File: src/ringBusPkg.sv
// Ring bus message format, opcodes and node ids.
// Shared by every ring stop and by the testbench.
package ringBusPkg;

	// low byte of opm, bits 7:6 == 01 marks a response
	localparam logic [7:0] ringOpmIdle = 8'h00;
	localparam logic [7:0] ringOpmLdsq = 8'h93; // load quad
	localparam logic [7:0] ringOpmStsq = 8'hA3; // store quad
	localparam logic [7:0] ringOpmLdsl = 8'h92; // load long
	localparam logic [7:0] ringOpmStsl = 8'hA2; // store long
	localparam logic [7:0] ringOpmOkld = 8'h60; // ok-load response

	localparam logic [7:0] requesterNodeId = 8'h04;

	localparam int ringTagCount = 4;
	localparam int ringTagBits = $clog2(ringTagCount);

	typedef struct packed
	{
		logic [15:0] seq; // node id : tag
		logic [15:0] opm;
		logic [31:0] addr;
		logic [63:0] data;
	} ringMsg_t;

	localparam ringMsg_t ringMsgIdle = '{
		seq: 16'h0000,
		opm: {8'h00, ringOpmIdle},
		addr: 32'h0000_0000,
		data: 64'h0
	};

	typedef struct packed
	{
		logic        write;
		logic        isLong; // 32-bit access
		logic [31:0] addr;
		logic [63:0] data;
	} ringCmd_t;

	typedef struct packed
	{
		logic [7:0]  tag;
		logic [63:0] data;
	} ringRsp_t;

endpackage

File: src/mmioBusPkg.sv
// MMIO bus handshake codes and the register bank layout.
// Used by the ring bridge, the register bank and the top level.
package mmioBusPkg;

	// request opm, ready means no request
	localparam logic [4:0] mmioOpmReady = 5'h00;
	localparam logic [4:0] mmioOpmRdL = 5'h0A;
	localparam logic [4:0] mmioOpmRdQ = 5'h0B;
	localparam logic [4:0] mmioOpmWrL = 5'h12;
	localparam logic [4:0] mmioOpmWrQ = 5'h13;

	// device answer
	localparam logic [1:0] mmioOkReady = 2'b00;
	localparam logic [1:0] mmioOkOk = 2'b01;
	localparam logic [1:0] mmioOkHold = 2'b10;

	typedef struct packed
	{
		logic [4:0]  opm;
		logic [31:0] addr;
		logic [63:0] data;
	} mmioReq_t;

	localparam logic [19:0] mmioBankBase = 20'hF0001; // addr[31:12]
	localparam int mmioRegCount = 16;
	localparam int mmioRegIdxBits = $clog2(mmioRegCount); // selects from addr[6:3]
	localparam int mmioMaxDelay = 4;

endpackage

File: src/ringRequester.sv
// Requester stop on the ring: tags incoming commands, puts them on the ring
// and pulls responses addressed to this node back off it.
`timescale 1ns/10ps

module ringRequester
	import ringBusPkg::*;
(
	input logic clock,
	input logic reset,
	input logic cmdValid,
	input ringCmd_t cmd,
	output logic cmdReady,
	output ringRsp_t rsp,
	output logic rspValid,
	input ringMsg_t ringIn,
	output ringMsg_t ringOut
);

	logic [ringTagCount-1:0] outstanding; // one bit per tag in flight
	logic [7:0] freeTag;
	logic tagFree;
	logic inIdle;
	logic isOwnRsp;
	logic accept;
	logic [7:0] cmdOpcode;
	ringMsg_t cmdMsg;

	assign inIdle = ringIn.opm[7:0] == ringOpmIdle;
	assign isOwnRsp = (ringIn.opm[7:6] == 2'b01) && (ringIn.seq[15:8] == requesterNodeId);

	// lowest free tag wins
	always_comb
	begin
		freeTag = 8'h00;
		tagFree = 1'b0;
		for (int i = ringTagCount - 1; i >= 0; i--)
		begin
			if (!outstanding[i])
			begin
				freeTag = 8'(i);
				tagFree = 1'b1;
			end
		end
	end

	assign cmdReady = tagFree && inIdle;
	assign accept = cmdValid && cmdReady;

	always_comb
	begin
		if (cmd.write)
			cmdOpcode = cmd.isLong ? ringOpmStsl : ringOpmStsq;
		else
			cmdOpcode = cmd.isLong ? ringOpmLdsl : ringOpmLdsq;
	end

	assign cmdMsg.seq = {requesterNodeId, freeTag};
	assign cmdMsg.opm = {8'h00, cmdOpcode};
	assign cmdMsg.addr = cmd.addr;
	assign cmdMsg.data = cmd.data;

	always_ff @(posedge clock)
	begin
		if (reset)
		begin
			outstanding <= '0;
			rspValid <= 1'b0;
			ringOut <= ringMsgIdle;
		end
		else
		begin
			if (accept)
				outstanding[freeTag[ringTagBits-1:0]] <= 1'b1;
			if (isOwnRsp)
				outstanding[ringIn.seq[ringTagBits-1:0]] <= 1'b0; // tag returns to pool
			rspValid <= isOwnRsp;

			if (accept)
				ringOut <= cmdMsg;
			else if (isOwnRsp)
				ringOut <= ringMsgIdle; // response consumed, slot freed
			else
				ringOut <= ringIn;
		end
	end

	always_ff @(posedge clock)
	begin
		rsp.tag <= ringIn.seq[7:0];
		rsp.data <= ringIn.data;
	end

endmodule

File: src/ringMmioBridge.sv
// Ring stop that runs quad and long load/store messages as MMIO transactions
// and sends an ok-load response back to the sender; busy means pass-through.
`timescale 1ns/10ps

module ringMmioBridge
	import ringBusPkg::*;
	import mmioBusPkg::*;
(
	input logic clock,
	input logic reset,
	input ringMsg_t ringIn,
	output ringMsg_t ringOut,
	output mmioReq_t mmioReq,
	input logic [1:0] mmioOk,
	input logic [63:0] mmioRdata
);

	logic [4:0] inMmioOpm;
	logic inIdle;
	logic inMmio;

	logic reqLive;
	logic [15:0] reqSeq;
	logic [7:0] reqOpmHi;
	logic [31:0] reqAddr;
	logic [63:0] reqData;
	logic [4:0] reqMmioOpm;

	logic [1:0] okQ; // registered bus inputs
	logic [63:0] rdataQ;

	logic respDone;
	logic rspSent;
	logic [63:0] respData;

	mmioReq_t mmioStage;
	mmioReq_t mmioStageNxt;

	logic acceptReq;
	logic captureRsp;
	logic sendRsp;
	logic releaseReq;
	ringMsg_t rspMsg;

	always_comb
	begin
		case (ringIn.opm[7:0])
			ringOpmLdsq: inMmioOpm = mmioOpmRdQ;
			ringOpmLdsl: inMmioOpm = mmioOpmRdL;
			ringOpmStsq: inMmioOpm = mmioOpmWrQ;
			ringOpmStsl: inMmioOpm = mmioOpmWrL;
			default: inMmioOpm = mmioOpmReady; // ldx, stx, pfx and responses pass on
		endcase
	end

	assign inIdle = ringIn.opm[7:0] == ringOpmIdle;
	assign inMmio = inMmioOpm != mmioOpmReady;

	assign acceptReq = inMmio && !reqLive;
	assign captureRsp = (okQ == mmioOkOk) && !respDone;
	assign sendRsp = respDone && !rspSent && inIdle;
	assign releaseReq = respDone && rspSent && (okQ == mmioOkReady);

	assign rspMsg.seq = reqSeq;
	assign rspMsg.opm = {reqOpmHi, ringOpmOkld};
	assign rspMsg.addr = reqAddr;
	assign rspMsg.data = respData;

	// first MMIO output stage
	always_comb
	begin
		mmioStageNxt = mmioStage;
		if (respDone || (okQ == mmioOkOk))
		begin
			mmioStageNxt.opm = mmioOpmReady;
		end
		else if ((okQ == mmioOkReady) && reqLive)
		begin
			mmioStageNxt.opm = reqMmioOpm;
			mmioStageNxt.addr = reqAddr;
			mmioStageNxt.data = reqData;
		end
	end

	always_ff @(posedge clock)
	begin
		if (reset)
		begin
			reqLive <= 1'b0;
			respDone <= 1'b0;
			rspSent <= 1'b0;
			okQ <= mmioOkReady;
			mmioStage <= '{opm: mmioOpmReady, addr: '0, data: '0};
			mmioReq <= '{opm: mmioOpmReady, addr: '0, data: '0};
			ringOut <= ringMsgIdle;
		end
		else
		begin
			okQ <= mmioOk;
			mmioStage <= mmioStageNxt;
			mmioReq <= mmioStage; // second stage drives the bus

			if (acceptReq)
				reqLive <= 1'b1;
			else if (releaseReq)
				reqLive <= 1'b0;

			if (captureRsp)
				respDone <= 1'b1;
			else if (releaseReq)
				respDone <= 1'b0;

			if (sendRsp)
				rspSent <= 1'b1;
			else if (releaseReq)
				rspSent <= 1'b0;

			if (acceptReq)
				ringOut <= ringMsgIdle; // request taken off the ring
			else if (sendRsp)
				ringOut <= rspMsg;
			else
				ringOut <= ringIn;
		end
	end

	always_ff @(posedge clock)
	begin
		rdataQ <= mmioRdata;
		if (acceptReq)
		begin
			reqSeq <= ringIn.seq;
			reqOpmHi <= ringIn.opm[15:8];
			reqAddr <= ringIn.addr;
			reqData <= ringIn.data;
			reqMmioOpm <= inMmioOpm;
		end
		if (captureRsp)
			respData <= rdataQ;
	end

endmodule

File: src/mmioRegisterBank.sv
// MMIO device with sixteen 64-bit registers.
// Answers each request with hold for a pseudo-random 1 to 4 cycles, then ok.
`timescale 1ns/10ps

module mmioRegisterBank
	import mmioBusPkg::*;
(
	input logic clock,
	input logic reset,
	input mmioReq_t mmioReq,
	output logic [1:0] mmioOk,
	output logic [63:0] mmioRdata
);

	logic [63:0] regs [mmioRegCount];
	logic [3:0] lfsr;
	logic [3:0] holdLeft; // hold cycles still to go
	logic [mmioRegIdxBits-1:0] regIdx;
	logic mapped;
	logic isWrite;
	logic isLong;
	logic startReq;
	logic finish;
	logic [63:0] wrValue;
	logic [63:0] rdValue;

	assign regIdx = mmioReq.addr[3 +: mmioRegIdxBits];
	assign mapped = mmioReq.addr[31:12] == mmioBankBase;
	assign isWrite = (mmioReq.opm == mmioOpmWrQ) || (mmioReq.opm == mmioOpmWrL);
	assign isLong = (mmioReq.opm == mmioOpmRdL) || (mmioReq.opm == mmioOpmWrL);

	assign wrValue = isLong ? {32'h0, mmioReq.data[31:0]} : mmioReq.data;
	assign rdValue = isLong ? {32'h0, regs[regIdx][31:0]} : regs[regIdx];

	assign startReq = (mmioOk == mmioOkReady) && (mmioReq.opm != mmioOpmReady);
	assign finish = (mmioOk == mmioOkHold) && (holdLeft == 4'd1);

	always_ff @(posedge clock)
	begin
		if (reset)
		begin
			mmioOk <= mmioOkReady;
			lfsr <= 4'b0001;
			holdLeft <= 4'd0;
			for (int i = 0; i < mmioRegCount; i++)
				regs[i] <= 64'h0;
		end
		else
		begin
			lfsr <= {lfsr[2:0], lfsr[3] ^ lfsr[2]}; // x^4 + x^3 + 1
			case (mmioOk)
				mmioOkReady:
				begin
					if (startReq)
					begin
						mmioOk <= mmioOkHold;
						holdLeft <= 4'(lfsr % mmioMaxDelay) + 4'd1;
					end
				end
				mmioOkHold:
				begin
					if (finish)
					begin
						mmioOk <= mmioOkOk;
						if (mapped && isWrite)
							regs[regIdx] <= wrValue;
					end
					else
						holdLeft <= holdLeft - 4'd1;
				end
				mmioOkOk:
				begin
					if (mmioReq.opm == mmioOpmReady)
						mmioOk <= mmioOkReady; // requester saw the answer
				end
				default: mmioOk <= mmioOkReady;
			endcase
		end
	end

	always_ff @(posedge clock)
	begin
		if (finish)
		begin
			if (!mapped)
				mmioRdata <= '1; // unmapped reads as all ones
			else if (isWrite)
				mmioRdata <= wrValue;
			else
				mmioRdata <= rdValue;
		end
	end

endmodule

File: src/ringMmioTop.sv
// Top level: a two-stop ring closed through the requester and the MMIO bridge,
// with the register bank on the bridge's MMIO bus.
`timescale 1ns/10ps

module ringMmioTop
	import ringBusPkg::*;
	import mmioBusPkg::*;
(
	input logic clock,
	input logic reset,
	input logic cmdValid,
	input ringCmd_t cmd,
	output logic cmdReady,
	output ringRsp_t rsp,
	output logic rspValid
);

	ringMsg_t ringToBridge;
	ringMsg_t ringToRequester;
	mmioReq_t mmioReq;
	logic [1:0] mmioOk;
	logic [63:0] mmioRdata;

	ringRequester u_ringRequester (
		.clock(clock),
		.reset(reset),
		.cmdValid(cmdValid),
		.cmd(cmd),
		.cmdReady(cmdReady),
		.rsp(rsp),
		.rspValid(rspValid),
		.ringIn(ringToRequester),
		.ringOut(ringToBridge)
	);

	ringMmioBridge u_ringMmioBridge (
		.clock(clock),
		.reset(reset),
		.ringIn(ringToBridge),
		.ringOut(ringToRequester),
		.mmioReq(mmioReq),
		.mmioOk(mmioOk),
		.mmioRdata(mmioRdata)
	);

	mmioRegisterBank u_mmioRegisterBank (
		.clock(clock),
		.reset(reset),
		.mmioReq(mmioReq),
		.mmioOk(mmioOk),
		.mmioRdata(mmioRdata)
	);

endmodule

File: config.mk
export PLATFORM = sky130hd
export DESIGN_NAME = ringMmioTop
export DESIGN_NICKNAME = d
export VERILOG_FILES = /design/src/ringBusPkg.sv /design/src/mmioBusPkg.sv /design/src/ringRequester.sv /design/src/ringMmioBridge.sv /design/src/mmioRegisterBank.sv /design/src/ringMmioTop.sv
export SDC_FILE = /design/constraint.sdc
export NUM_CORES = 2
export LEC_CHECK = 0
export BUFFER_PORTS_ARGS = -buffer_cell sky130_fd_sc_hd__buf_2
export CAP_MARGIN = 20
export CORE_MARGIN = 8
export CORE_UTILIZATION = 56
export CTS_CLUSTER_SIZE = 14
export DETAILED_ROUTE_END_ITERATION = 10
export PLACE_DENSITY = 0.72
export SLEW_MARGIN = 25
export SYNTH_ARGS = -nofsm -noshare
export SYNTH_HDL_FRONTEND = slang
export SYNTH_HIERARCHICAL = 1
export SYNTH_SLANG_ARGS = --single-unit
export TNS_END_PERCENT = 50
File: constraint.sdc
create_clock -name clock -period 9.97 [get_ports clock]
set_input_delay 1.4955 -clock clock [delete_from_list [all_inputs] [get_ports clock]]
set_output_delay 1.4955 -clock clock [all_outputs]
set_load 0.005 [all_outputs]
# Yosys cells after proc, flatten, opt, wreduce, memory -nomap -nowiden
# Memories as Yosys holds them, arrays and structs flattened. A register that Yosys moved wholly into a read port is not among the register bits.
# Index checks and enable logic that the tools add are counted.
[classes] add_sub_neg=2 order_cmp=4 eq_ne=18 muxes=47 n_bitwise=5 reduce_logical=40
[ops] op="$mux W64" n=4
[ops] op="$mux W123" n=2
[ops] op="$mux W128" n=1
[ops] op="$reduce_or A64 Y1" n=1
[ops] op="$eq A8 B8 Y1 const B" n=4
[ops] op="$mux W4" n=7
[ops] op="$eq A20 B20 Y1 const B" n=1
[ops] op="$mux W1" n=20
[ops] op="$pmux W5 S4" n=1
[ops] op="$logic_not A8 Y1" n=2
[ops] op="$logic_and A1 B1 Y1" n=15
[ops] op="$mux W2" n=7
[ops] op="$eq A5 B5 Y1 const B" n=2
[ops] op="$reduce_bool A5 Y1" n=2
[ops] op="$eq A8 B3 Y1 const B" n=1
[ops] op="$mux W8" n=1
[ops] op="$pmux W4 S2" n=1
[ops] op="$reduce_bool A2 Y1" n=4
[ops] op="$eq A2 B1 Y1 const B" n=3
[ops] op="$lt A2 B3 Y1 const B" n=2
[ops] op="$ne A2 B1 Y1 const B" n=3
[ops] op="$pmux W2 S3" n=1
[ops] op="$reduce_and A3 Y1" n=2
[ops] op="$reduce_or A3 Y1" n=2
[ops] op="other kinds (19)" n=27
[word_totals] ff_bits=867 mem_bits_rw=1024 in_bits=101 out_inout_bits=74 wordCells=153 mem_count=1
[mem_list] memory="u_mmioRegisterBank.regs" depth=16 width=64 read_ports=1 rd_clocked_by_memory_dff=1 wr=16 line="mmioRegisterBank.sv:15" rtl="logic [63:0] regs [mmioRegCount];"

# Depth between registers and ports, before layout
[logic_depth] word_depth=13 ltp_mapped=9

# Cells and area by module
# The synthesis kept the hierarchy.
[modules_own_cells] mod="mmioRegisterBank" n_inst=1 cells_per_inst=3206 area_per_inst_um2=47075.1 seq_area_each_um2=32871.5
[modules_own_cells] mod="ringMmioBridge" n_inst=1 cells_per_inst=1528 area_per_inst_um2=18552.8 seq_area_each_um2=13593.0
[modules_own_cells] mod="ringRequester" n_inst=1 cells_per_inst=615 area_per_inst_um2=6364.9 seq_area_each_um2=4103.9

# Worst setup path before layout
# OpenSTA, ideal clock, no wires.
[synth_path] kind="reg2reg" from="register, netlist name u_ringRequester/ringOut[102]" to="register u_ringMmioBridge.reqAddr[0] (enable)" t_arrival_ps=9600 required_time_ps=9211 slack_ps=-389 path_stages_with_launch=5 path_buffers=1 path_cell_list="dfxtp_1 > nor3_1 > clkbuf_1 > nand3_1 > nor3_1"
[synth_via] elab_chain_len=4
[synth_lines] element="$eq A8 B8 Y1" line="ringMmioBridge.sv:47" rtl="case (ringIn.opm[7:0])"
[synth_lines] element="$pmux W5 S4 *" line="ringMmioBridge.sv:47"
[synth_lines] element="$reduce_bool A5 Y1 *" line="ringMmioBridge.sv:57" rtl="assign inMmio = inMmioOpm != mmioOpmReady;"
[synth_lines] element="$logic_and A1 B1 Y1 *" line="ringMmioBridge.sv:59" rtl="assign acceptReq = inMmio && !reqLive;"
[synth_lines] element="via u_ringMmioBridge.acceptReq" line="ringMmioBridge.sv:39" rtl="logic acceptReq;"
[synth_lines] element="end signal, assigned" line="ringMmioBridge.sv:134" rtl="reqAddr <= ringIn.addr;"
[synth_lines] element="end, declared" line="ringMmioBridge.sv:25" rtl="logic [31:0] reqAddr;"
# The timed path passes the listed nets; every way through them passes the cells marked *.
# A chain may end at the register's enable or synchronous reset.

==> results.json <==
{
  "end_kind": "flip-flop",
  "area_delta_synth_final_pct": 10.7,
  "drcViolationCount": 0,
  "min_period_over_period_pct": 55.2,
  "crit_start": "u_ringMmioBridge/mmioReq[99]",
  "crit_family": "simple AND/OR/NAND/NOR gates",
  "power.total_mw": 15.4,
  "grt_overflow": 0,
  "grt.total_usage_pct": 26.6,
  "antenna_found_initial": 5,
  "syn_avg_cell_area_um2": 13.5,
  "post-cts-setup-buffers": 0,
  "root_buffer": "clkbuf_16",
  "cp-start-kind": "flip-flop",
  "clock.fmax_mhz": 182,
  "yosysWarnings": 6,
  "post-route-util_pct": 62.5,
  "synth_cells": 5173,
  "path_max_fanout": 34,
  "cts_hold_buf": 0,
  "cts_sinks": 1824,
  "nNetsFinal": 5247,
  "cts_tree": "yes",
  "drv_slew": 0,
  "syn_nets": 5277,
  "numCtsBuffers": 171,
  "gp_congestion": 0.802,
  "synth_area_mm2": 0.0699,
  "hold_start": "u_mmioRegisterBank/mmioRdata[13]",
  "vias_per_cell": 6.31,
  "worstPathArrival_ps": 5910,
  "htreeDepth": 4,
  "clock_skew_ps": 26.6,
  "rows": 129,
  "finalSetupViolCount": 0,
  "drtAntennaViolNets": 0,
  "post_dp_cell_area_mm2": 0.0718,
  "die_h_um": 369,
  "die_area_mm2": 0.136,
  "setup_slack_ps": 4470,
  "final_area_mm2": 0.0774,
  "tns_ps": 0,
  "pin_count": 175,
  "r2r_cells": 7,
  "ir_worst_vdd_mv": 0.172,
  "critical_path_cell_count": 7,
  "drive_gt1_share_pct": 15.7,
  "dp_hpwl_um": 96800,
  "cpMostUsedCell": "buf_4",
  "relSlewSlack_pct": 25.2,
  "tightest_slew_ps": 1120,
  "drtPass1Iterations": 6,
  "path_buf_inv": 2,
  "grt_pass1_wl_um": 275000,
  "critPathMaxStageDelay_ps": 980,
  "vias": 43700,
  "crit-reg2reg-launch": "u_ringMmioBridge/mmioReq[99]",
  "core-area_mm2": 0.124,
  "cts_resized": 0,
  "holdPathStages": 0,
  "clock_path_buffers": 3,
  "initial_core_util_pct": 56.5,
  "crit_path_cell_trace": "nand4bb_4 > nor4_4 > and2_1 > nand3_1 > buf_4 > nand2b_4 > buf_4",
  "place_ws_ps": 4130,
  "period_needed_ps": 5500,
  "status": "complete, no violations",
  "finalHoldViolCount": 0,
  "grt_max_degree": 126,
  "totalWireLength_um": 185000,
  "rsz0062_at_grt": "false",
  "grt_pass1_vias": 43800,
  "power.density_mw_per_mm2": 199,
  "drtIter0Drc": 5670,
  "clk_pin_slew_worst_paths_ps": 60,
  "die_width_um": 369,
  "critPathKind": "flip-flop to flip-flop",
  "cpMaxStageDelayCell": "nor4_4",
  "hold_path.class": "flip-flop to flip-flop",
  "power.leakage_nw": 25.2,
  "cap_violations": 0,
  "clock_latency_ps": 800,
  "port_buffers": 166,
  "cp_data_required_time_ps": 10380,
  "wl_per_cell_um": 26.7
}
-- path summary, 6_finish.rpt --
check                              endpoint  slack (ps)
max          u_mmioRegisterBank/regs[3][37]        4470
max reg2reg  u_mmioRegisterBank/regs[3][37]        4470
min reg2reg     u_ringMmioBridge/rdataQ[13]         330
min             u_ringMmioBridge/rdataQ[13]         330
-- sequential cells by signal, summed over array words and instances, names as in the netlist --
name                          count
u_mmioRegisterBank/holdLeft       4
u_mmioRegisterBank/lfsr           4
u_mmioRegisterBank/mmioOk         2
u_mmioRegisterBank/mmioRdata     64
u_mmioRegisterBank/regs        1024
u_ringMmioBridge/mmioReq         92
u_ringMmioBridge/mmioStage       92
u_ringMmioBridge/okQ              2
u_ringMmioBridge/rdataQ          64
u_ringMmioBridge/reqAddr         24
u_ringMmioBridge/reqData         64
u_ringMmioBridge/reqLive          1
u_ringMmioBridge/reqMmioOpm       4
u_ringMmioBridge/reqSeq          16
u_ringMmioBridge/respData        64
u_ringMmioBridge/respDone         1
u_ringMmioBridge/ringOut        112
u_ringMmioBridge/rspSent          1
u_ringRequester/outstanding       4
u_ringRequester/ringOut         112
u_ringRequester/rsp              72
u_ringRequester/rspValid          1
-- layer usage --
layer	GRT usage, %	share of wire, %	vias to the layer above
met5	0	0	-
met4	8.08	2.8	0
met3	6.68	12	381
met2	43.1	47	2861
met1	35.9	38	21900
li1	-	-	18600
-- power by group --
part / total, mW / internal, mW / switching, mW
sequential: 8.43 / 8.33 / 0.101
clock: 6.44 / 3.65 / 2.79
combinational: 0.563 / 0.161 / 0.402
-- worst register-to-register path, cell delays in order, from the launching register on --
cell and delay, ps:
dfxtp_1 350, nand4bb_4 830, nor4_4 1000, and2_1 330
nand3_1 700, buf_4 560, nand2b_4 540, buf_4 780
-- cell type report --
cell class,count,area [µm²]
Sequential cell,1824,49100
Fill cell,8887,46400
Multi-Input combinational cell,2884,19100
Clock buffer,252,4960
Tap cell,1637,2050
Timing Repair Buffer,250,1540
Clock inverter,69,611
Inverter,12,45.0
Antenna cell,3,7.51
-- stage by stage --
step / hold WS, ps / std cells
floorplan: 323 / 5173
global placement: 326 / 6605
detailed placement: 327 / 6606
CTS: 329 / 6927
global route: 338 / 6929
finish: 334 / 6931
-- cells in the final DEF, fill, tap and decap left out, types with 3 or more instances in the layout --
cell,count
a21oi_1,266
a22oi_1,65
and2_1,9
and3_1,11
buf_2,165
buf_4,78
bufinv_16,7
clkbuf_1,49
clkbuf_16,177
clkbuf_8,25
clkinv_1,27
clkinv_2,19
clkinv_8,3
dfxtp_1,560
diode_2,3
edfxtp_1,1260
ha_1,3
inv_1,12
inv_6,7
mux2i_1,5
mux4_2,288
nand2_1,505
nand2b_1,6
nand2b_4,16
nand3_1,151
nand3_4,4
nand3b_1,88
nand4_1,104
nor2_1,1050
nor2_4,3
nor2b_1,101
nor3_1,8
nor3_2,3
nor4b_1,4
o21ai_0,40
o31ai_1,106
xnor2_1,4
(Power assumes the default switching activity.)
